==> config.mk <==
export PLATFORM = sky130hd
export DESIGN_NAME = hazard_detect
export DESIGN_NICKNAME = d
export VERILOG_FILES = /design/src/rv_isa_pkg.sv /design/src/hazard_detect.sv
export SDC_FILE = /design/constraint.sdc
export NUM_CORES = 1
export LEC_CHECK = 0
export BUFFER_PORTS_ARGS = -buffer_cell sky130_fd_sc_hd__buf_4
export CAP_MARGIN = 20
export CORE_AREA = 4 4 41 43
export DETAILED_ROUTE_END_ITERATION = 6
export DIE_AREA = 0 0 45 47
export PLACE_DENSITY = 0.37
export SYNTH_ARGS = -nofsm -noshare
export SYNTH_HDL_FRONTEND = slang
export SYNTH_SLANG_ARGS = --single-unit
==> constraint.sdc <==
create_clock -name vclk -period 1
set_input_delay 0.05 -clock vclk [all_inputs]
set_output_delay 0.05 -clock vclk [all_outputs]
set_load 0.02 [all_outputs]
==> src/rv_isa_pkg.sv <==
`default_nettype none

package rv_isa_pkg;

    localparam int XLEN    = 64;
    localparam int REG_AW  = 5;
    localparam int INSTR_W = 32;

    // major opcodes handled by the decoder
    localparam logic [6:0] OPC_OP        = 7'b0110011;
    localparam logic [6:0] OPC_OP_32     = 7'b0111011; // addw, subw, ...
    localparam logic [6:0] OPC_OP_IMM    = 7'b0010011;
    localparam logic [6:0] OPC_OP_IMM_32 = 7'b0011011; // addiw, ...
    localparam logic [6:0] OPC_LOAD      = 7'b0000011;

    typedef struct packed {
        logic [6:0]        funct7;
        logic [REG_AW-1:0] rs2;
        logic [REG_AW-1:0] rs1;
        logic [2:0]        funct3;
        logic [REG_AW-1:0] rd;
        logic [6:0]        opcode;
    } r_fmt_t;

    typedef struct packed {
        logic [11:0]       imm;
        logic [REG_AW-1:0] rs1;
        logic [2:0]        funct3;
        logic [REG_AW-1:0] rd;
        logic [6:0]        opcode;
    } i_fmt_t;

    // one instruction word, viewed as R or I format
    typedef union packed {
        r_fmt_t r;
        i_fmt_t i;
    } instr_u;

endpackage

`default_nettype wire

==> src/hazard_detect.sv <==
`timescale 1ns/1ps
`default_nettype none

module hazard_detect
    import rv_isa_pkg::*;
(
    input  logic              id_valid,
    input  logic [REG_AW-1:0] rs1,
    input  logic [REG_AW-1:0] rs2,
    input  logic              uses_rs2,
    input  logic              ex_we,
    input  logic              ex_is_load,
    input  logic [REG_AW-1:0] ex_rd,
    output logic              stall
);

    logic load_in_ex;
    logic hit_rs1;
    logic hit_rs2;

    // load data only shows up in MEM, so one cycle is lost
    assign load_in_ex = ex_we && ex_is_load && (ex_rd != '0);

    assign hit_rs1 = (ex_rd == rs1);
    assign hit_rs2 = uses_rs2 && (ex_rd == rs2); // I-type has no rs2

    assign stall = id_valid && load_in_ex && (hit_rs1 || hit_rs2);

endmodule

`default_nettype wire

Word-level counts from Yosys, hierarchy flattened
Index checks and enable logic that the tools add are counted.

Flip-flop bits (word level): 0. Output and inout port bits: 1. Bits in latches: 0. Bits of input ports: 19. Word-level logic and storage cells: 9. Memory bits (writable): 0. ROM bits: 0. Memories: 0.

Mux-type cells: 0. $lt $le $gt $ge: 0. Reduce and logical (&&, ||, !) cells: 7. Bitwise operators: 0. Eq/ne operators: 2. Shift operators: 0. $add $sub $neg: 0. Divide/modulo/power cells: 0. Multipliers: 0.

Operator list (count): equality test 5 bit (2); logical AND 1 bit (5); nonzero test 5 bit (1); logical OR 1 bit (1).

Depth between registers and ports, before layout
Depth after elaboration: 4. Depth in mapped cells: 4.

Worst setup path after synthesis
No wires, ideal clock.

Path kind: input port to output port. Start point: input ex_rd[2]. End point: output stall. Cell stages on the path: 4. Path buffers: 0. Required time: 0.950 ns. Arrival time: 0.917 ns. Setup slack: 0.033 ns. Cells stage by stage: xor2_1 -> nor4_1 -> nand3_1 -> a21oi_1.

Word-level cells in the longest chain between the ends: 4. Elaborated cells between the ends (all ways): 8. Those cells by class: eq/ne (2); reduce/logical (6).

Ends and longest elaborated chain: start, declared (RTL line hazard_detect.sv:13) `input logic [REG_AW-1:0] ex_rd,`; equality test 5 bit / nonzero test 5 bit (equally long branches) (RTL line hazard_detect.sv:25, hazard_detect.sv:22); logical AND 1 bit (on tied branches) (RTL line hazard_detect.sv:25, hazard_detect.sv:22); logical OR 1 bit / logical AND 1 bit (equally long branches) (RTL line hazard_detect.sv:27) `assign stall = id_valid && load_in_ex && (hit_rs1 || hit_rs2);`; logical AND 1 bit (*) (RTL line hazard_detect.sv:27); end, declared (RTL line hazard_detect.sv:14) `output logic stall`.

Every way passes the cells marked *; elsewhere a longest branch is shown, timed or not.

Worst setup path after layout
Start point: input ex_rd[0]. End point: output stall.

The elaborated chain is that of the path after synthesis.

==> impl_metrics.csv <==
group,metric,value,unit
synthesis,synth_warnings,0,
sta,setup_viol,1,
status,status,"finished with violations",
worst_setup_path,crit_chain,"buf_6 > or4_4 > o2111ai_4 > a21oi_2 > buf_6",
placement,gp_congestion,0.6860,
final_layout,area_delta_synth_final,204.8,%
power,pwr_density_cell,369.3,nW/um^2
detailed_routing,drt_iter0_markers,2,
sta,layout_setup_ws,-121.6,ps
sta,maxSlewViolCount,0,
worst_setup_path,critPathArrivalTime,1070,ps
placement,place_area,336.6,sq um
detailed_routing,routedWlPerCell,11.83,microns
grt,antenna_found_initial,0,
sta,hold_viol_final,0,
final_layout,drive_gt1_frac,0.7209,
synthesis,yosys.cell_types.count,8,
final_layout,final_cell_mix,"22 x buf_4, 6 x xor2_1, 4 x buf_6, 3 x xnor2_1, 2 x nand3_1",
sta,fin_crit,1122,ps
worst_setup_path,cp.required,950,ps
floorplanning,die_y,47,microns
sta,maxSlewHeadroom,0.8102,
worst_setup_path,path_delay_family,"simple AND/OR/NAND/NOR gates",
worst_setup_path,path_depth,5,
synthesis,syn_area_per_cell,7.654,sq um
sta,rsz0062_at_grt,"yes",
worst_setup_path,end_kind,"primary output",
grt,grt_max_degree,4,
sta,final.period_utilization,1.122,
synthesis,synth_nets,36,
detailed_routing,highest_layer,"met3",
final_layout,fin_area,396.6,sq um
worst_setup_path,start_kind,"primary input",
floorplanning,ios,20,
detailed_routing,routed_via_density,3.983,
final_layout,clkbuf_count,0,
floorplanning,core_area,1301,sq um
worst_hold_path,min_path_cells,4,
grt,grt_pass1_wl,945,microns
power,ir_worst_vdd,0.1125,mV
worst_setup_path,critPathBufInv,2,
worst_setup_path,path_max_fanout,2,
worst_setup_path,slowest_delay,540,ps
grt,grtUsageTotal,0.05980,
sta,hold_slack,438.3,ps
synthesis,synth_cells,17,
final_layout,fillers,155,
detailed_routing,drt-total-wl,686,microns
synthesis,yosysSeqAreaShare,0,
floorplanning,start_util,0.1000,
worst_setup_path,cpMostUsedCell,"buf_6",
job,cap_violations,0,
sta,clock.fmax,0.8916,GHz
synthesis,syn_area,130.1,sq um
final_layout,regArea,0,sq um
worst_hold_path,hold_class,"in -> out",
final_layout,mostFrequentLayoutCell,"buf_4",
detailed_routing,vias,231,
status,failed_checks,"setup timing",
grt,grt_pass1_vias,227,
final_layout,fin_nets,64,
final_layout,diodes,0,
floorplanning,die_area,2115,sq um
worst_setup_path,cp_slowest_cell,"or4_4",
sta,worstMarginPinSlew,282.2,ps
detailed_routing,dr_wl_met2,295,microns
floorplanning,die_w,45,microns
detailed_routing,met3_wirelength,88,microns
detailed_routing,drcViolationCount,0,
grt,overflow,0,
final_layout,nFlopsAndLatches,0,
detailed_routing,first_pass_iters,3,
floorplanning,rows,13,
power,p_leak,0.1753,nW
detailed_routing,ant_nets,0,
detailed_routing,wl_met1,302,microns
worst_setup_path,critPathKind,"in -> out",
placement,port_buffers,20,
synthesized netlist by cell type, drive strengths merged:
master	n	area (sq um)
xnor2	3	26.28
nor4	1	6.260
a21oi	1	5.000
o2111ai	1	8.760
nor3	1	5.000
xor2	7	61.31
nand3	2	10.01
or4	1	7.510
final timing paths:
kind	from	to
worst min-delay path	ex_we	stall
worst max-delay path	ex_rd[0]	stall
cell families (layout without fill, tap and decap cells):
logic type      Yosys count  count (layout)  share of synthesized area
xor+xnor                 10              10                     0.6731
buf+inv                   0              26                          0
compound gates            2               2                     0.1057
simple gates              5               5                     0.2212
final cells by class:
| cell class | instances | area, sq um | area share |
|---|---|---|---|
| multi-input cells | 17 | 167.7 | 0.4227 |
| well taps | 15 | 18.77 | 0.04732 |
| repair buffers | 26 | 210.2 | 0.5300 |
where the power goes:
part / total, W / leakage (nW) / switching, W / internal [W]
clock network: 0 / 0 / 0 / 0
logic: 0.000146 / 0.175 / 0.0000520 / 0.0000945
registers: 0 / 0 / 0 / 0
total: 0.000146 / 0.175 / 0.0000520 / 0.0000945
metrics by stage:
| stage | setup TNS, ps | util | setup slack, ps | std cells | total power [W] |
|---|---|---|---|---|---|
| final | -121.6 | 0.3048 | -121.6 | 58 | 0.0001465 |
| after global routing | -193.5 | 0.3048 | -193.5 | 58 | 0.0001591 |
| after CTS | -134.2 | 0.2779 | -134.2 | 58 | 0.0001342 |
| after detailed placement | -152.6 | 0.2587 | -152.6 | 57 | 0.0001244 |
| after global placement | -128.2 | 0.2587 | -128.2 | 57 | 0.0001240 |
| after floorplan | 0 | - | 33.32 | 17 | 0.00003458 |
routing by layer:
layer | up-vias | global-route usage
li1 | 113 | -
met1 | 98 | 0.08539
met2 | 20 | 0.09605
met3 | 0 | 0.01533
met4 | 0 | 0
met5 | - | 0
timing repair:
action	in CTS	in global routing
buffers inserted	1	0
hold buffers	0	0
setup endpoints to repair	1	1
endpoints found under the hold margin	0	0
resized for setup	4	6
pin swaps	2	8
Note: power is estimated with default switching activity, not from simulation.
