### config.mk
export PLATFORM = sky130hd
export DESIGN_NAME = forward_mux
export DESIGN_NICKNAME = d
export VERILOG_FILES = /design/src/rv_isa_pkg.sv /design/src/fwd_pkg.sv /design/src/forward_mux.sv
export SDC_FILE = /design/constraint.sdc
export NUM_CORES = 1
export LEC_CHECK = 0
export BUFFER_PORTS_ARGS = -buffer_cell sky130_fd_sc_hd__buf_2
export CAP_MARGIN = 40
export CELL_PAD_IN_SITES_DETAIL_PLACEMENT = 0
export CELL_PAD_IN_SITES_GLOBAL_PLACEMENT = 1
export CORE_AREA = 2 2 187 189
export DETAILED_ROUTE_END_ITERATION = 8
export DIE_AREA = 0 0 189 191
export PLACE_DENSITY_LB_ADDON = 0.1
export REMOVE_ABC_BUFFERS = 1
export SLEW_MARGIN = 10
export SYNTH_ARGS = -nofsm -noshare
export SYNTH_HDL_FRONTEND = slang
export SYNTH_SLANG_ARGS = --single-unit
### constraint.sdc
create_clock -name vclk -period 1.66
set_input_delay 0 -clock vclk [all_inputs]
set_output_delay 0 -clock vclk [all_outputs]
set_load 0.1 [all_outputs]
### src/rv_isa_pkg.sv
`default_nettype none

package rv_isa_pkg;

    localparam int XLEN    = 64;
    localparam int REG_AW  = 5;
    localparam int INSTR_W = 32;

    // major opcodes handled by the decoder
    localparam logic [6:0] OPC_OP        = 7'b0110011;
    localparam logic [6:0] OPC_OP_32     = 7'b0111011; // addw, subw, ...
    localparam logic [6:0] OPC_OP_IMM    = 7'b0010011;
    localparam logic [6:0] OPC_OP_IMM_32 = 7'b0011011; // addiw, ...
    localparam logic [6:0] OPC_LOAD      = 7'b0000011;

    typedef struct packed {
        logic [6:0]        funct7;
        logic [REG_AW-1:0] rs2;
        logic [REG_AW-1:0] rs1;
        logic [2:0]        funct3;
        logic [REG_AW-1:0] rd;
        logic [6:0]        opcode;
    } r_fmt_t;

    typedef struct packed {
        logic [11:0]       imm;
        logic [REG_AW-1:0] rs1;
        logic [2:0]        funct3;
        logic [REG_AW-1:0] rd;
        logic [6:0]        opcode;
    } i_fmt_t;

    // one instruction word, viewed as R or I format
    typedef union packed {
        r_fmt_t r;
        i_fmt_t i;
    } instr_u;

endpackage

`default_nettype wire

### src/fwd_pkg.sv
`default_nettype none

package fwd_pkg;

    // how an EX result is widened before forwarding
    localparam int EXT_W = 2;

    localparam logic [EXT_W-1:0] EXT_NONE   = 2'd0; // full 64 bits
    localparam logic [EXT_W-1:0] EXT_WORD_S = 2'd1; // sext 31:0
    localparam logic [EXT_W-1:0] EXT_WORD_Z = 2'd2; // zext 31:0
    localparam logic [EXT_W-1:0] EXT_HALF_S = 2'd3; // sext 15:0

    // where an operand value was taken from
    localparam int SRC_W = 3;

    localparam logic [SRC_W-1:0] SRC_ZERO = 3'd0;
    localparam logic [SRC_W-1:0] SRC_EX   = 3'd1;
    localparam logic [SRC_W-1:0] SRC_MEM  = 3'd2;
    localparam logic [SRC_W-1:0] SRC_WB   = 3'd3;
    localparam logic [SRC_W-1:0] SRC_RF   = 3'd4;

endpackage

`default_nettype wire

### src/forward_mux.sv
`timescale 1ns/1ps
`default_nettype none

module forward_mux
    import rv_isa_pkg::*;
    import fwd_pkg::*;
(
    input  logic [REG_AW-1:0] rs1,
    input  logic [REG_AW-1:0] rs2,
    input  logic              uses_rs2,
    input  logic [XLEN-1:0]   rf_rdata1,
    input  logic [XLEN-1:0]   rf_rdata2,
    input  logic              ex_we,
    input  logic [REG_AW-1:0] ex_rd,
    input  logic [EXT_W-1:0]  ex_ext,
    input  logic [XLEN-1:0]   ex_result,
    input  logic              mem_we,
    input  logic [REG_AW-1:0] mem_rd,
    input  logic [XLEN-1:0]   mem_result,
    input  logic              wb_we,
    input  logic [REG_AW-1:0] wb_rd,
    input  logic [XLEN-1:0]   wb_result,
    output logic [XLEN-1:0]   rs1_val,
    output logic [XLEN-1:0]   rs2_val,
    output logic [SRC_W-1:0]  rs1_src,
    output logic [SRC_W-1:0]  rs2_src
);

    logic [XLEN-1:0] ex_val;

    // widen narrow EX results before they are forwarded
    always_comb begin
        case (ex_ext)
            EXT_WORD_S: ex_val = {{(XLEN-32){ex_result[31]}}, ex_result[31:0]};
            EXT_WORD_Z: ex_val = {{(XLEN-32){1'b0}}, ex_result[31:0]};
            EXT_HALF_S: ex_val = {{(XLEN-16){ex_result[15]}}, ex_result[15:0]};
            default:    ex_val = ex_result;
        endcase
    end

    // youngest producer first
    function automatic logic [SRC_W-1:0] pick_src(input logic [REG_AW-1:0] addr);
        logic [SRC_W-1:0] src;
        if (addr == '0) begin
            src = SRC_ZERO;
        end else if (ex_we && ex_rd == addr) begin
            src = SRC_EX;
        end else if (mem_we && mem_rd == addr) begin
            src = SRC_MEM;
        end else if (wb_we && wb_rd == addr) begin
            src = SRC_WB;
        end else begin
            src = SRC_RF;
        end
        return src;
    endfunction

    function automatic logic [XLEN-1:0] src_val(input logic [SRC_W-1:0] src,
                                                input logic [XLEN-1:0]  rf_val);
        logic [XLEN-1:0] val;
        case (src)
            SRC_EX:  val = ex_val;
            SRC_MEM: val = mem_result;
            SRC_WB:  val = wb_result;
            SRC_RF:  val = rf_val;
            default: val = '0;
        endcase
        return val;
    endfunction

    always_comb begin
        rs1_src = pick_src(rs1);
        rs2_src = uses_rs2 ? pick_src(rs2) : SRC_ZERO; // unused rs2 reads zero
        rs1_val = src_val(rs1_src, rf_rdata1);
        rs2_val = src_val(rs2_src, rf_rdata2);
    end

endmodule

`default_nettype wire

-- Word level (Yosys, flattened, before mapping)
Cells that the tools add are included.
- output and inout port bits: 134
- logic and storage cells: 37
- input port bits: 351
- bits in registers: 0
- reduce and logical (&&, ||, !) cells: 8
- mux-type cells: 12
- equality and inequality tests: 17
- operator list (kind ; number):
    $pmux 64 s4 ; 2
    $pmux 64 s3 ; 1
    $eq 5x5->1 ; 6
    $mux 3 ; 9
    $eq 3x2->1 const B ; 4
    $logic_not 5->1 ; 2
    $eq 3x1->1 const B ; 2
    $eq 3x3->1 const B ; 2
    $logic_and 1x1->1 ; 6
    $eq 2x2->1 const B ; 2
    $eq 2x1->1 const B ; 1

-- Logic depth before layout (Yosys ltp)
- word-level depth: 9
- gate-level depth with buffers: 8
- depth with buffers taken out: 6

-- Least setup slack after synthesis
OpenSTA, ideal clock, no wires.
- kind: in2out
- start point: in mem_rd[0]
- end point: out rs1_val[10]
- slack: -1.159 ns
- stages: 8
- arrival time: 2.819 ns
- required time: 1.660 ns
- path through: xor2_1 nor4_2 nand3_1 buf_6 buf_2 buf_2 mux2i_1 o221ai_1
- cells in the longest elaborated chain, start to end: 7
- elaborated cells on any way between the ends: 10
- classes of those cells: eq/ne: 5; mux: 4; reduce/logical: 1
- ends and longest elaborated chain (element ; RTL line ; text):
    start, declared ; forward_mux.sv:18 ; input logic [REG_AW-1:0] mem_rd,
    $eq 5x5->1 (*) ; forward_mux.sv:48 ; end else if (mem_we && mem_rd == addr) begin
    $logic_and 1x1->1 (*) ; forward_mux.sv:48 ;
    $mux 3 (*) ; forward_mux.sv:48 ;
    $mux 3 (*) ; forward_mux.sv:46 ; end else if (ex_we && ex_rd == addr) begin
    $mux 3 (*) ; forward_mux.sv:44 ; if (addr == '0) begin
    $eq 3x3->1 (tied with other cells) ; forward_mux.sv:61 ; case (src)
    $pmux 64 s4 (*) ; forward_mux.sv:61 ;
    end, declared ; forward_mux.sv:23 ; output logic [XLEN-1:0] rs1_val,
Every way passes the cells marked *; elsewhere a longest branch is shown, timed or not.

-- Final worst setup path
- start point: in rs1[3]
- end point: out rs1_val[38]
- cells in the longest elaborated chain, start to end: 8
- elaborated cells on any way between the ends: 16
- classes of those cells: eq/ne: 7; mux: 5; reduce/logical: 4
- ends and longest elaborated chain (element ; RTL line ; text):
    start, declared ; forward_mux.sv:8 ; input logic [REG_AW-1:0] rs1,
    $eq 5x5->1 ; forward_mux.sv:50 ; end else if (wb_we && wb_rd == addr) begin
    $logic_and 1x1->1 ; forward_mux.sv:50 ;
    $mux 3 ; forward_mux.sv:50 ;
    $mux 3 ; forward_mux.sv:48 ;
    $mux 3 ; forward_mux.sv:46 ;
    $mux 3 (*) ; forward_mux.sv:44 ;
    $eq 3x3->1 (tied with other cells) ; forward_mux.sv:61 ;
    $pmux 64 s4 (*) ; forward_mux.sv:61 ;
Marks and branches as above.

==> impl_metrics.json <==
{
  "status": "finished, violations left",
  "violations": "negative setup slack",
  "drc": 0,
  "worstSetupPathType": "input port to output port",
  "rsz0062_at_grt": "true",
  "grt_max_degree": 35,
  "rows": 68,
  "final_hold_viol_count": 0,
  "multi_input_area_um2": 5980,
  "grt_usage": 0.232,
  "synthesis.area_um2": 5370,
  "min_period_over_period": 1.25,
  "hold_buffers": 0,
  "synth.most_common_cell": "nor3_1",
  "start_util": 0.157,
  "antenna_found_initial": 12,
  "p_total_mw": 6.06,
  "drv_cap": 0,
  "syn_avg_cell_area_um2": 6.42,
  "gp_congestion": 0.862,
  "globalRoute.totalOverflow": 0,
  "area_growth_pct": 156,
  "netlist_instances": 836,
  "core_area_um2": 34100,
  "tightest_slew_ns": 0.423,
  "fin_nets": 1778,
  "cp.arrival_ns": 2.07,
  "power_density_nw_per_um2": 440,
  "port_buffers": 485,
  "seq_cell_count": 0,
  "peakVddDrop_mv": 0.234,
  "synthTopCellsByArea": "mux2i_1 15%, o221ai_1 13%, nor3_1 11%",
  "routed_via_density": 5.01,
  "p_leak_nw": 6.36,
  "detail-route-antenna-nets": 0,
  "drive_above_1_share": 0.625,
  "slew-limit-headroom": 0.718,
  "grt_pass1_vias": 9882,
  "fin_hold_ws_ns": 0.401,
  "setup.worst_path.start_class": "input port",
  "wirelength_um": 45500,
  "post-synth-top-area-cell": "mux2i_1",
  "yosysSeqAreaShare": 0,
  "synthTopCellsByCount": "122 x nor3_1, 101 x nand2_1, 78 x mux2i_1, 77 x o221ai_1, 65 x clkbuf_1",
  "drt_iter0_drc": 432,
  "chipWidth_um": 189,
  "fp.dieH_um": 191,
  "seqCellArea_um2": 0,
  "via_count": 9455,
  "grt_first_pass_wirelength_um": 63800,
  "period_needed_ns": 2.07,
  "synth_cell_types": 39,
  "dr.pass1.iters": 5,
  "ioPinCount": 485,
  "fin_ws_ns": -0.413,
  "setup_viol": 130,
  "ys_warn_count": 0,
  "die_area_um2": 36100,
  "wl_per_cell_um": 24.1,
  "n_clock_buffer": 0,
  "fillCellCount": 3492,
  "max_freq_mhz": 482,
  "end_kind": "output port",
  "synth.top_cell.area_share": 0.145,
  "hpwlAfterDp_um": 34200,
  "slew_violations": 0,
  "holdCritPathClass": "input port to output port",
  "critical_path_required_ns": 1.66,
  "cp_max_fo": 5
}
-- layout make-up --
cell class | instances | share of cell area
Inverter | 34 | 0.00982
Timing Repair Buffer | 688 | 0.512
Tap cell | 455 | 0.0414
Timing Repair inverter | 1 | 0.000818
Antenna cell | 8 | 0.00145
Multi-Input combinational cell | 702 | 0.434
-- where the power goes --
part / internal, mW / leakage [nW] / switching [mW]
Combinational: 2.38 / 6.36 / 3.68
Sequential: 0 / 0 / 0
Clock: 0.000000647 / 0.0000507 / 0
-- kinds of logic after synthesis --
logic type,count (synthesis),share of synthesized area
and+or+nand+nor,354,0.316
AOI/OAI and AO/OA,192,0.283
buffers and inverters,134,0.107
muxes,126,0.246
xor gates and xnor gates,30,0.0490
-- metrics by stage --
stage	setup TNS, ns	cell area (um2)	std cells	utilization	setup WS [ns]
after global routing	-48.93	13800	1886	0.403	-0.504
after detailed placement	-46.57	11500	1828	0.338	-0.444
after CTS	-38.18	12900	1860	0.378	-0.411
after global placement	-47.91	11500	1828	0.338	-0.460
after floorplan	-430.94	4930	736	-	-4.70
final	-36.01	13800	1888	0.403	-0.413
-- repair_timing --
| action | CTS | global route |
|---|---|---|
| setup buffers | 24 | 22 |
| endpoints found under the setup margin | 134 | 134 |
| gates resized for setup | 171 | 126 |
| gates cloned | 8 | 6 |
| endpoints found under the hold margin | 0 | 0 |
| pin swaps | 45 | 45 |
-- routing by layer --
layer | track usage | vias to the layer above | wire length (um)
li1 | - | 4426 | -
met1 | 0.277 | 4591 | 18300
met2 | 0.435 | 376 | 23500
met3 | 0.0402 | 54 | 2770
met4 | 0.0403 | 8 | 857
met5 | 0 | - | 60
-- critical path, cell delays in order --
cell and delay, ns:
buf_6 0.09, buf_6 0.11, xor2_2 0.14, nor4_2 0.28
buf_4 0.17, nand3_4 0.12, buf_6 0.16, nand3_4 0.13
inv_8 0.08, buf_4 0.14, a221o_1 0.43, buf_12 0.20
-- placed cells by master, fill, tap and decap left out, types with 4 or more instances in the layout --
cell       instances
a21oi_1           47
a221o_1           47
and2_1             6
and3_1             7
buf_12           181
buf_16             6
buf_2            344
buf_4            106
buf_6             34
buf_8              8
clkbuf_16          7
diode_2            8
inv_1             32
mux2_2            30
mux2_4            15
mux2i_1           63
mux2i_2           11
mux2i_4            4
nand2_1           97
nand3_4            7
nand4_1           47
nor2_1            47
nor3_1           105
nor3_2            14
o221ai_2          62
o221ai_4          12
xnor2_1           18
xnor2_2            4
xor2_1             4
-- path summary, 6_finish.rpt --
path           to  slack [ns]         start  cells past startpoint
min    rs2_val[8]        0.40  ex_result[8]                      4
max   rs1_val[38]       -0.41        rs1[3]                     12
Note: power is estimated with default switching activity, not from simulation.
