===== config.mk =====
export PLATFORM = sky130hd
export DESIGN_NAME = operand_decode
export DESIGN_NICKNAME = d
export VERILOG_FILES = /design/src/rv_isa_pkg.sv /design/src/operand_decode.sv
export SDC_FILE = /design/constraint.sdc
export NUM_CORES = 1
export LEC_CHECK = 0
export BUFFER_PORTS_ARGS = -buffer_cell sky130_fd_sc_hd__buf_4
export CAP_MARGIN = 30
export CORE_MARGIN = 1
export CORE_UTILIZATION = 28
export DETAILED_ROUTE_END_ITERATION = 7
export MAX_ROUTING_LAYER = met4
export PLACE_DENSITY_LB_ADDON = 0.15
export SLEW_MARGIN = 25
export SYNTH_ARGS = -nofsm -noshare
export SYNTH_HDL_FRONTEND = slang
export SYNTH_SLANG_ARGS = --single-unit

===== constraint.sdc =====
create_clock -name vclk -period 6.75
set_input_delay 1.0125 -clock vclk [all_inputs]
set_output_delay 1.0125 -clock vclk [all_outputs]
set_load 0.005 [all_outputs]

===== src/rv_isa_pkg.sv =====
`default_nettype none

package rv_isa_pkg;

    localparam int XLEN    = 64;
    localparam int REG_AW  = 5;
    localparam int INSTR_W = 32;

    // major opcodes handled by the decoder
    localparam logic [6:0] OPC_OP        = 7'b0110011;
    localparam logic [6:0] OPC_OP_32     = 7'b0111011; // addw, subw, ...
    localparam logic [6:0] OPC_OP_IMM    = 7'b0010011;
    localparam logic [6:0] OPC_OP_IMM_32 = 7'b0011011; // addiw, ...
    localparam logic [6:0] OPC_LOAD      = 7'b0000011;

    typedef struct packed {
        logic [6:0]        funct7;
        logic [REG_AW-1:0] rs2;
        logic [REG_AW-1:0] rs1;
        logic [2:0]        funct3;
        logic [REG_AW-1:0] rd;
        logic [6:0]        opcode;
    } r_fmt_t;

    typedef struct packed {
        logic [11:0]       imm;
        logic [REG_AW-1:0] rs1;
        logic [2:0]        funct3;
        logic [REG_AW-1:0] rd;
        logic [6:0]        opcode;
    } i_fmt_t;

    // one instruction word, viewed as R or I format
    typedef union packed {
        r_fmt_t r;
        i_fmt_t i;
    } instr_u;

endpackage

`default_nettype wire


===== src/operand_decode.sv =====
`timescale 1ns/1ps
`default_nettype none

module operand_decode
    import rv_isa_pkg::*;
(
    input  instr_u            instr,
    output logic [REG_AW-1:0] rs1,
    output logic [REG_AW-1:0] rs2,
    output logic [REG_AW-1:0] rd,
    output logic              uses_rs2,
    output logic [XLEN-1:0]   imm
);

    always_comb begin
        rs1      = '0;
        rs2      = '0;
        rd       = '0;
        uses_rs2 = 1'b0;
        imm      = '0;
        // opcode sits at the same bits in both views
        case (instr.r.opcode)
            OPC_OP,
            OPC_OP_32: begin
                rs1      = instr.r.rs1;
                rs2      = instr.r.rs2;
                rd       = instr.r.rd;
                uses_rs2 = 1'b1;
            end
            OPC_OP_IMM,
            OPC_OP_IMM_32,
            OPC_LOAD: begin
                rs1 = instr.i.rs1;
                rd  = instr.i.rd;
                imm = {{(XLEN-12){instr.i.imm[11]}}, instr.i.imm}; // sext imm12
            end
            default: begin
                // unsupported formats keep the zero defaults
            end
        endcase
    end

endmodule

`default_nettype wire


* Word level (Yosys, flattened, before mapping)
Cells that the tools add are included.
** Storage, ports and cells
- Bits in registers :: 0
- Bits of input ports :: 32
- Output and inout bits :: 80
- Word-level logic and storage cells :: 13
** Cells by class
- Equality and inequality tests :: 5
- Mux-type cells :: 5
- Reductions and logical operators :: 3
** Operators with widths (count)
- 64-bit two-way mux :: 1
- 5-bit two-way mux :: 3
- 7-bit by 5-bit equality test with 1-bit output, second input constant :: 2
- 7-bit by 6-bit equality test with 1-bit output, second input constant :: 2
- 7-bit by 2-bit equality test with 1-bit output, second input constant :: 1
- 5-bit OR reduction :: 1
- 3-bit OR reduction :: 1
- 2-bit OR reduction :: 1
- 1-bit two-way mux :: 1

* Depth between registers and ports, before layout
Gate-level depths: netlist of the first run.
- Depth in word-level cells :: 3
- Depth in mapped cells :: 4
- Depth with buffers taken out :: 2

* Least setup slack after synthesis of the first run
No wires, ideal clock.
- Path type :: input to output
- From :: input instr[2] (netlist bit)
- To :: output imm[12]
- Data arrival time :: 6.003 ns
- Data required time :: 5.738 ns
- Slack :: -0.265 ns
- Cell stages on the path :: 4
- Path buffers :: 2
- Cells stage by stage :: nand4bb_1 > buf_6 > nor4b_1 > buf_4
** On the way
- Longest elaborated chain between the ends :: 3
- Elaborated cells between the ends (all ways) :: 5
- Those cells by class :: 3 x eq/ne; 1 x mux; 1 x reduce/logical
** Ends and longest elaborated chain
- from (decl) :: RTL line operand_decode.sv:7 : input instr_u instr,
- 7-bit by 5-bit equality test with 1-bit output / 7-bit by 2-bit equality test with 1-bit output (equally long branches) :: RTL line operand_decode.sv:22 : case (instr.r.opcode)
- 3-bit OR reduction (*)
- 64-bit two-way mux (*) :: RTL line operand_decode.sv:22
- to (decl) :: RTL line operand_decode.sv:12 : output logic [XLEN-1:0] imm
Every way passes the cells marked *; elsewhere a longest branch is shown, timed or not.

* Final worst setup path of the first run
- From :: input instr[2] (netlist bit)
- To :: output imm[62]
The elaborated chain is that of the path after synthesis.

==> flow_metrics.py, run 1 <==
metrics = {
    "synth": {
        "ys_warn_count": 0,
        "syn_avg_cell_area_um2": 7.64,
        "synth_top_area_share_pct": 54.8,
        "synth_fp_nets": 127,
        "synth.area.top_cells": "buf_4 55%, nor3b_1 10%, nor4b_1 8.4%, nor4_2 5.2%, nor3_1 3.4%",
        "synth_top_area_cell": "buf_4",
        "synth_area_um2": 726,
        "synthesis.instances": 95,
        "seq_area_frac_synth_pct": 0,
        "synth_cell_types": 16,
    },
    "floorplan": {
        "start_util_pct": 29.6,
        "rows": 18,
        "ios": 112,
        "core-area_um2": 2450,
        "die_y_um": 52.9,
        "dieWidth_um": 52.9,
        "die-area_um2": 2800,
    },
    "sta": {
        "grt_setup_unrepaired": "no",
        "hold_viol_final": 0,
        "slew_viol_final": 0,
        "relSlewSlack_pct": 57.1,
        "tightest_slew_ns": 0.641,
        "fin_crit_ns": 3.40,
        "setup_viol": 0,
        "period_share_pct": 50.3,
        "max_freq_ghz": 0.295,
        "fin_tns_setup_ns": 0,
    },
    "grt": {
        "grt_max_degree": 54,
        "grt_pass1_wl_um": 2310,
        "grt_pass1_vias": 532,
        "antenna_found_initial": 0,
        "grt.total_usage_pct": 10.5,
        "overflow": 0,
    },
    "final_layout": {
        "seqCellArea_um2": 0,
        "num-clock-buffers": 0,
        "nets": 182,
        "filler_cell_count": 232,
        "n_antenna_cell": 0,
        "drive_above_1_share_pct": 79.7,
        "seq_cell_count": 0,
        "syn2layout_area_growth_pct": 61.0,
        "instances_no_fill": 178,
        "post-route-util_pct": 47.6,
        "multi_input_area_um2": 279,
    },
    "clocking": {
        "cts.repair.resized": 0,
        "cts_hold_buf": 0,
        "cts_setup_buffers": 0,
    },
    "route": {
        "drtAntennaViolNets": 0,
        "detail_route.vias_per_cell": 4.20,
        "drc_errors": 0,
        "drtPass1Iterations": 4,
        "drt_wl_total_um": 1760,
        "vias": 748,
        "drtIter0Drc": 7,
        "wl_per_cell_um": 9.90,
    },
    "critical_path": {
        "cp-startpoint": "instr[2]",
        "endpoint_kind": "output port",
        "startpoint_type": "input port",
        "path_max_fanout": 53,
        "crit_required_ns": 5.74,
        "crit_type": "input port to output port",
        "cp.arrival_ns": 2.38,
    },
    "flow_run": {
        "max_cap_viol_count": 0,
    },
    "place": {
        "port-buffer-count": 109,
        "dp_cells": 178,
        "dp_hpwl_um": 1410,
        "routabilityCongestion": 0.680,
    },
    "power_and_ir_drop": {
        "vdd_ir_drop_max_mv": 0.0155,
        "power.density_nw_per_um2": 26.4,
        "p_leak_nw": 0.649,
    },
    "min_path": {
        "hold_path.class": "input port to output port",
        "worstHoldStart": "instr[20]",
    },
    "status": {
        "status": "completed",
    },
}
==> area by class of cell <==
type                            instances  area share, %
Inverter                                5           1.61
Multi-Input combinational cell         32           23.9
Tap cell                               30           3.21
Timing Repair Buffer                  111           71.3
==> per-layer routing <==
layer	vias up	part of all wire [%]	GRT usage [%]
met5	-	0	-
met4	0	0	0
met3	0	10	0
met2	58	50	19.8
met1	319	40	13.3
li1	371	-	-
==> synthesized netlist by cell type, drive strengths merged <==
| library cell | instances |
|---|---|
| nor2 | 1 |
| nor2b | 1 |
| nor3 | 5 |
| o21ba | 1 |
| nor4 | 5 |
| nor4b | 7 |
| buf | 58 |
| nand4bb | 1 |
| inv | 5 |
| nor3b | 10 |
| nand2 | 1 |
==> layout by cell type, fill, tap and decap left out <==
| master | instances |
|---|---|
| buf_4 | 111 |
| nor2b_2 | 1 |
| nand4bb_1 | 1 |
| nor4b_1 | 6 |
| inv_1 | 5 |
| nor4_1 | 1 |
| nor3b_1 | 10 |
| nand2_1 | 1 |
| nor4b_4 | 1 |
| nor4_4 | 1 |
| nor3_1 | 5 |
| nor4_2 | 3 |
| o21ba_2 | 1 |
| nor2_1 | 1 |
==> path summary, 6_finish.rpt <==
kind                      end  cells past startpoint
worst max-delay path  imm[62]                      6
worst min-delay path   imm[0]                      4
==> stage by stage <==
stage	hold WS, ns	area (um2)	total power [mW]	worst slack (ns)
6_report	2.37	1170	0.0309	3.35
5_1_grt	2.38	1170	0.0334	3.22
4_1_cts	2.37	1170	0.0313	3.34
3_5_place_dp	2.37	1170	0.0313	3.34
3_3_place_gp	2.36	1170	0.0305	3.17
2_1_floorplan	2.06	732	0.0160	1.77
==> logic make-up (layout without fill, tap and decap cells) <==
logic type | Yosys count | in the layout | share of synthesized area, %
AO/OA/AOI/OAI | 1 | 1 | 1.38
buffers and inverters | 63 | 116 | 64.0
AND/OR/NAND/NOR | 31 | 31 | 34.7
==> power breakdown <==
part / internal [mW] / switching (mW)
registers: 0 / 0
logic: 0.0190 / 0.0119
clock network: 0 / 0
total: 0.0190 / 0.0119
==> critical path, stage by stage <==
cell       delay [ns]
buf_4            0.10
nand4bb_1        0.17
buf_4            0.24
nor4b_4          0.23
buf_4            0.42
buf_4            0.19
(Power assumes the default switching activity.)
==> run 2: changes to the inputs <==
--- a/config.mk
+++ b/config.mk
@@ -8,7 +8,7 @@
 export BUFFER_PORTS_ARGS = -buffer_cell sky130_fd_sc_hd__buf_4
 export CAP_MARGIN = 30
 export CORE_MARGIN = 1
-export CORE_UTILIZATION = 28
+export CORE_UTILIZATION = 31
 export DETAILED_ROUTE_END_ITERATION = 7
 export MAX_ROUTING_LAYER = met4
 export PLACE_DENSITY_LB_ADDON = 0.15
==> constraint.sdc (replaced) <==
create_clock -name vclk -period 3.4
set_input_delay 0.51 -clock vclk [all_inputs]
set_output_delay 0.51 -clock vclk [all_outputs]
set_load 0.005 [all_outputs]
==> run 2 against run 1 <==
  * Combinational power grew 98%
  * Final cell count shrank 1.1%
  * Critical path type unchanged
  * First-iteration DRC count up 43%
  * Worst hold slack lost 1.0 ns
  * Global-route usage up 1.0 points
  * Final area down 0.21%
  * Sequential cell count unchanged
  * Critical path depth did not move
==> flow_metrics.py, run 2 (synthesis results as in run 1) <==
metrics = {
    "status": {
        "status": "completed",
    },
    "critical_path": {
        "endpoint_kind": "output port",
        "crit_type": "input port to output port",
        "startpoint_type": "input port",
        "path_delay_family": "buffers and inverters",
        "cpPeakStageDelay_ns": 0.42,
        "path_common_cell": "buf_4",
        "crit_cells": 6,
        "crit_required_ns": 2.89,
        "path_max_fanout": 53,
        "cp.arrival_ns": 1.87,
        "slowest_stage": "buf_4",
        "path_cells": "buf_4 -> nand4bb_1 -> buf_4 -> nor4b_4 -> buf_4 -> buf_4",
        "path_buf_inv": 4,
    },
    "final_layout": {
        "syn2layout_area_growth_pct": 60.7,
        "num-clock-buffers": 0,
        "seqCellArea_um2": 0,
        "layout_commonest_cell": "buf_4",
        "multi_input_area_um2": 279,
        "nets": 182,
        "final_cell_mix": "111 x buf_4, 10 x nor3b_1, 6 x nor4b_1",
        "filler_cell_count": 205,
        "post-route-util_pct": 52.7,
        "n_antenna_cell": 0,
        "seq_cell_count": 0,
        "drive_above_1_share_pct": 79.7,
    },
    "sta": {
        "hold_viol_final": 0,
        "fin_crit_ns": 2.38,
        "tightest_slew_ns": 0.664,
        "fin_tns_setup_ns": 0,
        "period_share_pct": 70.0,
        "setup_viol": 0,
        "slew_viol_final": 0,
        "grt_setup_unrepaired": "no",
        "relSlewSlack_pct": 55.5,
        "max_freq_ghz": 0.420,
    },
    "power_and_ir_drop": {
        "power.density_nw_per_um2": 52.5,
        "vdd_ir_drop_max_mv": 0.0305,
        "p_leak_nw": 0.649,
    },
    "grt": {
        "grt_max_degree": 54,
        "grt_pass1_vias": 538,
        "grt.total_usage_pct": 11.5,
        "grt_pass1_wl_um": 2390,
        "antenna_found_initial": 0,
        "overflow": 0,
    },
    "floorplan": {
        "ios": 112,
        "die-area_um2": 2540,
        "start_util_pct": 32.8,
        "dieWidth_um": 50.4,
        "rows": 17,
        "die_y_um": 50.4,
        "core-area_um2": 2210,
    },
    "min_path": {
        "hold_path.class": "input port to output port",
        "hold_depth": 4,
    },
    "route": {
        "drt_wl_total_um": 1710,
        "drc_errors": 0,
        "wl_per_cell_um": 9.69,
        "vias": 749,
        "drtIter0Drc": 10,
        "drtPass1Iterations": 3,
        "detail_route.vias_per_cell": 4.26,
        "drtAntennaViolNets": 0,
    },
    "place": {
        "port-buffer-count": 109,
        "dp_hpwl_um": 1360,
        "routabilityCongestion": 0.718,
    },
    "clocking": {
        "cts.repair.resized": 0,
        "cts_setup_buffers": 0,
        "cts_hold_buf": 0,
    },
    "flow_run": {
        "max_cap_viol_count": 0,
    },
}
==> run 2: metrics by stage <==
step           hold WS (ns)  total power [mW]  instance area, um2  setup slack (ns)  std cells
5_1_grt                1.38            0.0664                1170             0.879        176
3_5_place_dp           1.36            0.0615                1170              1.00        176
6_report               1.36            0.0612                1170              1.02        176
2_1_floorplan          1.05            0.0321                 741             0.396         95
4_1_cts                1.36            0.0616                1170             0.998        176
3_3_place_gp           1.35            0.0603                1160             0.839        176
==> run 2: final cells by class <==
| cell class | count | area share [%] |
|---|---|---|
| timing repair buffer | 111 | 71.5 |
| multi-input combinational | 32 | 23.9 |
| tap | 28 | 3.00 |
| inverter | 5 | 1.61 |
==> run 2: final timing paths <==
kind,start,to,slack [ns]
setup / recovery,instr[2],imm[32],1.02
hold / removal,instr[20],imm[0],1.36
==> run 2: power by group <==
group          switching [mW]  internal [mW]  leakage (nW)  total (mW)
registers                   0              0             0           0
logic                  0.0236         0.0376         0.649      0.0612
clock network               0              0             0           0
total                  0.0236         0.0376         0.649      0.0612
==> run 2: layer usage <==
layer  global-route usage, %  up-vias  share of wire, %
li1                        -      373                 -
met1                    14.0      314                40
met2                    22.4       62                49
met3                       0        0                12
met4                       0        0                 0
met5                       -        -                 0
