File: config.mk
export PLATFORM = sky130hd
export DESIGN_NAME = issue_reg
export DESIGN_NICKNAME = d
export VERILOG_FILES = /design/src/rv_isa_pkg.sv /design/src/issue_reg.sv
export SDC_FILE = /design/constraint.sdc
export NUM_CORES = 1
export LEC_CHECK = 0
export ABC_AREA = 1
export BUFFER_PORTS_ARGS = -buffer_cell sky130_fd_sc_hd__buf_2
export CAP_MARGIN = 0
export CORE_AREA = 4 4 151 153
export CTS_CLUSTER_SIZE = 16
export DETAILED_ROUTE_END_ITERATION = 10
export DIE_AREA = 0 0 155 157
export PLACE_DENSITY_LB_ADDON = 0.1
export SYNTH_ARGS = -nofsm -noshare
export SYNTH_HDL_FRONTEND = slang
export SYNTH_SLANG_ARGS = --single-unit
File: constraint.sdc
create_clock -name clk -period 0.8 [get_ports clk]
set_input_delay 0.04 -clock clk [delete_from_list [all_inputs] [get_ports clk]]
set_output_delay 0.04 -clock clk [all_outputs]
set_load 0.02 [all_outputs]
File: src/rv_isa_pkg.sv
`default_nettype none

package rv_isa_pkg;

    localparam int XLEN    = 64;
    localparam int REG_AW  = 5;
    localparam int INSTR_W = 32;

    // major opcodes handled by the decoder
    localparam logic [6:0] OPC_OP        = 7'b0110011;
    localparam logic [6:0] OPC_OP_32     = 7'b0111011; // addw, subw, ...
    localparam logic [6:0] OPC_OP_IMM    = 7'b0010011;
    localparam logic [6:0] OPC_OP_IMM_32 = 7'b0011011; // addiw, ...
    localparam logic [6:0] OPC_LOAD      = 7'b0000011;

    typedef struct packed {
        logic [6:0]        funct7;
        logic [REG_AW-1:0] rs2;
        logic [REG_AW-1:0] rs1;
        logic [2:0]        funct3;
        logic [REG_AW-1:0] rd;
        logic [6:0]        opcode;
    } r_fmt_t;

    typedef struct packed {
        logic [11:0]       imm;
        logic [REG_AW-1:0] rs1;
        logic [2:0]        funct3;
        logic [REG_AW-1:0] rd;
        logic [6:0]        opcode;
    } i_fmt_t;

    // one instruction word, viewed as R or I format
    typedef union packed {
        r_fmt_t r;
        i_fmt_t i;
    } instr_u;

endpackage

`default_nettype wire

File: src/issue_reg.sv
`timescale 1ns/1ps
`default_nettype none

module issue_reg
    import rv_isa_pkg::*;
(
    input  logic              clk,
    input  logic              rst_n,
    input  logic              accept,
    input  logic [REG_AW-1:0] rd,
    input  logic [XLEN-1:0]   rs1_val,
    input  logic [XLEN-1:0]   rs2_val,
    input  logic [XLEN-1:0]   imm,
    output logic              iss_valid,
    output logic [REG_AW-1:0] iss_rd,
    output logic [XLEN-1:0]   iss_rs1_val,
    output logic [XLEN-1:0]   iss_rs2_val,
    output logic [XLEN-1:0]   iss_imm
);

    // valid and rd form the bubble
    always_ff @(posedge clk or negedge rst_n) begin
        if (!rst_n) begin
            iss_valid <= 1'b0;
            iss_rd    <= '0;
        end else if (accept) begin
            iss_valid <= 1'b1;
            iss_rd    <= rd;
        end else begin
            iss_valid <= 1'b0;
            iss_rd    <= '0; // no write target
        end
    end

    // operands hold across a bubble
    always_ff @(posedge clk or negedge rst_n) begin
        if (!rst_n) begin
            iss_rs1_val <= '0;
            iss_rs2_val <= '0;
            iss_imm     <= '0;
        end else if (accept) begin
            iss_rs1_val <= rs1_val;
            iss_rs2_val <= rs2_val;
            iss_imm     <= imm;
        end
    end

endmodule

`default_nettype wire

* Word-level counts from Yosys, hierarchy flattened
Cells that the tools add are included.
** Word-level totals
- Flip-flop bits (word level) :: 198
- Input port bits :: 200
- Output and inout bits :: 198
** Operators by class
- Multiplexer cells :: 2
** Operator list (number)
- two-way mux 5 bit :: 1
- two-way mux 1 bit :: 1

* Longest topological paths before layout
Gate-level depths: netlist of the first run.
- Word-level depth :: 1
- Gate-level depth with buffers :: 6
- Mapped depth without buffers :: 3

* Worst setup path after synthesis of the first run
Ideal clock, no wire load.
- Path kind :: input-to-reg
- Start point :: in accept
- End point :: reg iss_imm[54]
- Setup time :: 0.117 ns
- Arrival time :: 0.588 ns
- Required time :: 0.683 ns
- Path slack :: 0.095 ns
- Stages :: 5
- Path buffers :: 3
- Path through :: buf_4 > buf_4 > buf_4 > nand2_1 > nand2_1
** RTL lines
- from (decl) :: line issue_reg.sv:9 : input logic accept,
- to (signal assigned) :: line issue_reg.sv:44 : iss_imm <= imm;
- to (decl) :: line issue_reg.sv:18 : output logic [XLEN-1:0] iss_imm

* Worst setup path in the final report of the first run
- Start point :: reg iss_imm[9]
- End point :: out iss_imm[9]
No word-level cell between the ends.

==> flow_summary.toml, run 1 <==
[finish]
fin_nets = 1726
area_delta_synth_final_pct = 92.1
nFillCells = 1641
finalInstanceArea_um2 = 14500
drive_gt1_share_pct = 36.5

[cts]
clkSlewWorstSetupHoldPaths_ns = 0.08
clockBufferDepth = 2
worstSkewPairLatency_ns = 0.43
clock-sinks = 198
cts_tree = "done"
numCtsBuffers = 17
cts_root_buffer = "clkbuf_16"
cts_htree_levels = 4

[route]
detail-route-antenna-nets = 0
drt-total-wl_um = 28300
drc = 0
drtIter0Drc = 430
wire_per_inst_um = 15.5
routed_via_density = 4.39
dr.pass1.iters = 4
route.vias.total = 7996

[outcome]
violations = "setup timing"
status = "complete, but fails checks"

[timing]
tightest_slew_ns = 0.324
slew_violations = 0
relSlewSlack_pct = 78.4
setup_tns_ns = -41.55
finalSetupViolCount = 213
layout_setup_ws_ns = -0.261
skew_ns = 0
period_share_pct = 133
hold_violations = 0
layout_min_cycle_time_ns = 1.06
max_freq_mhz = 943
hold_slack_ns = 0.0373
grt_setup_unrepaired = "true"

[floorplanning]
row_count = 54
die_x_um = 155
fp.dieH_um = 157
initial_core_util_pct = 35.0
core_area_um2 = 21600
die_area_um2 = 24300
num_io_pins = 398

[placed_design]
io_buffers = 397
post_dp_cell_area_um2 = 10000
gp_routability_congestion = 0.797
detailed_place_hpwl_um = 18100

[power]
leakagePower_nw = 7.93
p_per_area_nw_per_um2 = 1850
switchingPower_w = 0.00791
seq_power_share_pct = 43.2
combPwrFrac_pct = 25.6
ir_worst_vdd_uv = 1320
p_clk_share_pct = 31.2
internal_power_w = 0.0188
switching_share_pct = 29.6

[logic_synthesis]
syn_area_um2 = 7540
syn-mean-instance-area_um2 = 9.10
ys_seq_area_share_pct = 65.7
ys_warn_count = 0
ys_ff_latch = 198
yosysUniqueCellTypes = 8
netlist_instances = 828
syn-num-nets = 1028

[setup_path]
max_stage_delay_ns = 0.43
cp-start-kind = "flop"
cp-end-kind = "output port"
cp.arrival_ns = 1.02
path_max_fanout = 2
crit_chain = "buf_6"
critical_path.slowest_cell = "dfrtp_1"
cp.required_ns = 0.76
cp_top_family = "flip-flops"
crit_buf_inv = 1
worstSetupPathType = "flop to output port"

[global_route]
grt-busiest-layer = "met2"
grt_pass1_wl_um = 43100
grt_use_met3_pct = 7.56
grt_util_met2_pct = 39.0
grtUsageMet1_pct = 25.5
grt_start_max_net_pins = 42
overflow = 0
grt_antenna_before_repair = 1
grt_pass1_vias = 8254
grt_util_all_layers_pct = 22.3

[worst_hold_path]
hold_class = "input pin to flop"

[run]
cap_violations = 0
cells in the mapped netlist:
master | count | area, µm²
buf_4 | 16 | 120
nand2_1 | 581 | 2180
inv_4 | 1 | 6.26
buf_6 | 20 | 225
buf_2 | 3 | 15.0
inv_1 | 5 | 18.8
clkbuf_1 | 4 | 15.0
dfrtp_1 | 198 | 4950
registers in the layout, indices dropped and copies added, names as in the netlist:
signal	flops
iss_rd	5
iss_valid	1
iss_rs2_val	64
iss_imm	64
iss_rs1_val	64
layer usage:
metal / part of all wire (%) / wire length, µm
met4: 3.0 / 859
met3: 8.7 / 2470
met2: 50 / 14300
met5: 0 / 0
met1: 38 / 10700
cells in the final DEF, fill, tap and decap left out, types with 4 or more instances in the layout:
cell type	instances
clkinv_4	5
nand2_2	5
buf_4	110
buf_2	197
dlygate4sd3_1	198
buf_6	200
inv_1	5
inv_8	4
buf_12	16
dfrtp_1	198
clkbuf_16	17
nand2_1	576
worst min-delay path, cell delays in order:
cell and delay (ns):
buf_6 0.13, buf_4 0.16, nand2_1 0.06, nand2_1 0.05
repair_timing:
action	4_1_cts	5_1_grt
endpoints found under the hold margin	395	0
buffers inserted	32	53
hold buffers	198	0
resized for setup	396	6
setup endpoints to repair	198	200
stage by stage:
stage	std cells	setup WS, ns	power (W)	utilization, %
2_1_floorplan	828	0.0949	0.0137	-
3_3_place_gp	1504	0.0312	0.0159	46.5
3_5_place_dp	1504	-0.0110	0.0159	46.5
4_1_cts	1766	-0.280	0.0265	65.2
5_1_grt	1820	-0.290	0.0280	67.2
6_report	1820	-0.261	0.0267	67.2
power groups by stage:
stage                     clock network, W  registers, W  logic [W]
after detailed placement                 0        0.0115    0.00443
after global placement                   0        0.0115    0.00440
final                              0.00834        0.0116    0.00683
after global routing               0.00901        0.0116    0.00734
after floorplan                          0        0.0126    0.00112
after CTS                          0.00857        0.0115    0.00644
area by class of cell:
cell class	instances	area, µm²	share of cell area [%]
Antenna cell	1	2.50	0.0173
Clock buffer	20	457	3.15
Inverter	6	27.5	0.190
Multi-Input combinational cell	581	2190	15.1
Tap cell	280	350	2.42
Sequential cell	198	4950	34.2
Timing Repair Buffer	722	6380	44.1
Clock inverter	12	113	0.778
final timing paths:
path                            depth (start not counted)                          end  slack, ns                         from
worst max-delay path                                    1                   iss_imm[9]      -0.26       iss_imm[9]$_DFFE_PN0P_
worst min-delay path                                    4      iss_imm[35]$_DFFE_PN0P_       0.04                       accept
worst max register to register                          4  iss_rs1_val[28]$_DFFE_PN0P_      -0.09  iss_rs1_val[28]$_DFFE_PN0P_
worst min register to register                          2  iss_rs2_val[43]$_DFFE_PN0P_       0.49  iss_rs2_val[43]$_DFFE_PN0P_
max in group asynchronous                               3          iss_rd[3]$_DFF_PN0_       0.22                        rst_n
min in group asynchronous                               2  iss_rs1_val[47]$_DFFE_PN0P_       0.09                        rst_n
kinds of logic (layout without fill, tap and decap cells):
group | Yosys count | after routing | share of synthesized area [%]
AND/OR/NAND/NOR | 581 | 581 | 28.9
other | 0 | 1 | 0
flip-flops | 198 | 198 | 65.7
buffers and inverters | 49 | 760 | 5.31
(Power assumes the default switching activity.)
==> run 2, diff against run 1 <==
--- a/config.mk
+++ b/config.mk
@@ -6,12 +6,12 @@
 export NUM_CORES = 1
 export LEC_CHECK = 0
-export ABC_AREA = 1
 export BUFFER_PORTS_ARGS = -buffer_cell sky130_fd_sc_hd__buf_2
 export CAP_MARGIN = 0
-export CORE_AREA = 4 4 151 153
+export CORE_AREA = 4 4 152 154
 export CTS_CLUSTER_SIZE = 16
 export DETAILED_ROUTE_END_ITERATION = 10
-export DIE_AREA = 0 0 155 157
+export DIE_AREA = 0 0 156 158
 export PLACE_DENSITY_LB_ADDON = 0.1
+export RECOVER_POWER = 25
 export SYNTH_ARGS = -nofsm -noshare
 export SYNTH_HDL_FRONTEND = slang
==> constraint.sdc (replaced) <==
create_clock -name clk -period 0.8 [get_ports clk]
set_input_delay 0.16 -clock clk [delete_from_list [all_inputs] [get_ports clk]]
set_output_delay 0.16 -clock clk [all_outputs]
set_load 0.02 [all_outputs]
==> run 2 against run 1 <==
Against the previous run: the flow still finishes with violations (setup timing); register-to-register slack worse by 0.12 ns; fmax decreased by 7.8%; non-clock buffer count down 25; flip-flop and latch count did not move; synthesized area grew 3.9%; sequential share of layout area is 0.89 points lower; first-iteration DRC count down 41%; routed wire length down 6.5%; via count is 22% lower; clock skew stayed put; cell area is 2.7% higher; critical path type unchanged; largest cell class unchanged.
==> flow_summary.toml, run 2 <==
[setup_path]
cp-endpoint = "iss_imm[29]"
crit_chain = "buf_6"
r2r_start = "iss_rs1_val[15]$_DFFE_PN0P_"
critical_path.slowest_cell = "dfrtp_1"
cp-start-kind = "flop"
cp_top_family = "flip-flops"
path_depth = 1
cp.required_ns = 0.64
path_max_fanout = 2
max_stage_delay_ns = 0.42
critPathLaunch = "iss_imm[29]$_DFFE_PN0P_"
worstSetupPathType = "flop to output port"
crit_buf_inv = 1
cp-end-kind = "output port"
ff2ff_path_depth = 3
cp.arrival_ns = 0.99
reg2reg_to = "iss_rs1_val[15]$_DFFE_PN0P_"
r2r_setup_slack_ns = -0.21

[timing]
layout_min_cycle_time_ns = 1.15
max_freq_mhz = 869
hold_slack_ns = 0.243
slew_violations = 0
layout_setup_ws_ns = -0.351
relSlewSlack_pct = 70.2
hold_violations = 0
finalSetupViolCount = 312
skew_ns = 0
grt_setup_unrepaired = "true"
tightest_slew_ns = 0.447
period_share_pct = 144

[route]
drc = 0
dr.pass1.iters = 4
routed_via_density = 4.45
drt-total-wl_um = 26400
wire_per_inst_um = 18.8
detail-route-antenna-nets = 0
drtIter0Drc = 253
route.vias.total = 6254

[finish]
fin_nets = 1311
layout_common_cells = "buf_6 (247), dlygate4sd3_1 (198), dfrtp_1 (198), buf_2 (197), mux2_4 (132)"
area_delta_synth_final_pct = 89.9
antenna_cells = 0
final_common_cell = "buf_6"
nFillCells = 1441
reg_top3 = "iss_imm x64, iss_rs1_val x64, iss_rs2_val x64"
final_cells = 1404
drive_gt1_share_pct = 64.1

[power]
seq_power_share_pct = 41.9
p_per_area_nw_per_um2 = 1900
internal_power_w = 0.0203
p_clk_share_pct = 30.2
combPwrFrac_pct = 27.9
leakagePower_nw = 7.34
switchingPower_w = 0.00793
ir_worst_vdd_uv = 1230
switching_share_pct = 28.1

[cts]
clkSlewWorstSetupHoldPaths_ns = 0.07
clock-sinks = 198
cts_tree = "done"
clockBufferDepth = 2
worstSkewPairLatency_ns = 0.42
cts_htree_levels = 4
numCtsBuffers = 17
cts_root_buffer = "clkbuf_16"

[outcome]
violations = "setup timing"
status = "complete, but fails checks"

[floorplanning]
initial_core_util_pct = 36.1
fp.dieH_um = 158
die_x_um = 156
num_io_pins = 398
core_area_um2 = 21700
die_area_um2 = 24600
row_count = 54

[logic_synthesis]
yosysUniqueCellTypes = 6
synth-async-reset-ratio_pct = 100
synth_commonest_cells = "dfrtp_1 (198), mux2_4 (125), mux2_2 (67)"
ys_seq_area_share_pct = 63.3
syn_area_um2 = 7830
ys_warn_count = 0
synth_area_leaders = "dfrtp_1 (63%), mux2_4 (24%), mux2_2 (9.6%)"
synth_flop_cell = "dfrtp_1"
syn-mean-instance-area_um2 = 18.8
synth_edf_count = 0
ys_ff_latch = 198
syn-num-nets = 617
yosysTopAreaCellShare_pct = 63.3
netlist_instances = 417
synth.most_common_cell = "dfrtp_1"
netlist.top_cell.by_area = "dfrtp_1"

[worst_hold_path]
hold_class = "input pin to flop"
holdPathStages = 3

[global_route]
grt_util_all_layers_pct = 20.6
grt_use_met3_pct = 7.79
grt_pass1_vias = 7221
grt_start_max_net_pins = 37
grt-busiest-layer = "met2"
overflow = 0
grt_util_met2_pct = 35.8
grtUsageMet1_pct = 23.4
grt_pass1_wl_um = 39400
grt_antenna_before_repair = 0

[placed_design]
io_buffers = 397
gp_routability_congestion = 0.821
placed_cells = 1093
detailed_place_hpwl_um = 16800

[run]
cap_violations = 0
## run 2: cell types whose count changed in the layout (fill, tap and decap cells not counted), moves of 2 or more
cell | previous run | this run
mux2_4 | 0 | 132
and2_1 | 0 | 4
buf_12 | 16 | 8
nand2_1 | 576 | 0
mux2_2 | 0 | 60
buf_8 | 0 | 3
clkbuf_8 | 3 | 1
nand2_2 | 5 | 0
buf_6 | 200 | 247
buf_4 | 110 | 42
inv_1 | 5 | 0
## run 2: repair_timing
action,4_1_cts,5_1_grt
hold endpoints to repair,394,1
gates cloned,0,0
buffers inserted,47,51
hold buffers,197,1
endpoints found under the setup margin,199,289
gates resized for setup,396,56
## run 2: kinds of logic after synthesis
kind of cell	Yosys count	synth area share, %
buffers and inverters	22	2.69
DFF	198	63.3
muxes	192	33.6
and+or+nand+nor	5	0.400
## run 2: area by class of cell
type	instances	area (µm²)	area share, %
Tap cell	280	350	2.36
Multi-Input combinational cell	197	2690	18.1
Clock buffer	20	447	3.01
Sequential cell	198	4950	33.3
Timing Repair Buffer	697	6280	42.3
Clock inverter	12	140	0.943
## run 2: per-stage QoR
stage | power [W] | setup TNS [ns] | util (%) | setup WS [ns] | instance area, µm²
2_1_floorplan | 0.0147 | -29.21 | - | -0.177 | 7940
3_3_place_gp | 0.0167 | -43.92 | 47.3 | -0.259 | 10300
3_5_place_dp | 0.0168 | -47.78 | 47.3 | -0.295 | 10300
4_1_cts | 0.0280 | -72.71 | 66.4 | -0.381 | 14400
5_1_grt | 0.0295 | -85.15 | 68.5 | -0.408 | 14900
6_report | 0.0282 | -71.61 | 68.5 | -0.351 | 14900
## run 2: routing by layer
metal | vias to the layer above | routed length [µm]
met1 | 3101 | 9910
met4 | 0 | 639
met2 | 270 | 13700
li1 | 2842 | -
met3 | 41 | 2140
met5 | - | 0
## run 2: worst min path at each step
stage / startpoint / slack [ns] / to
finish: accept / 0.24 / iss_imm[18]$_DFFE_PN0P_
global route: rst_n / 0.23 / iss_rs1_val[10]$_DFFE_PN0P_
CTS: rs2_val[22] / 0.002 / iss_rs2_val[22]$_DFFE_PN0P_
detailed placement: rst_n / 0.07 / iss_rs1_val[9]$_DFFE_PN0P_
global placement: rst_n / 0.07 / iss_rs1_val[9]$_DFFE_PN0P_
floorplan: rst_n / -0.14 / iss_imm[0]$_DFFE_PN0P_
## run 2: power groups by stage
stage / combinational (W) / clock, W / sequential, W
3_3_place_gp: 0.00508 / 0 / 0.0117
4_1_cts: 0.00745 / 0.00883 / 0.0117
5_1_grt: 0.00831 / 0.00927 / 0.0119
2_1_floorplan: 0.00174 / 0 / 0.0129
3_5_place_dp: 0.00514 / 0 / 0.0117
6_report: 0.00788 / 0.00854 / 0.0118
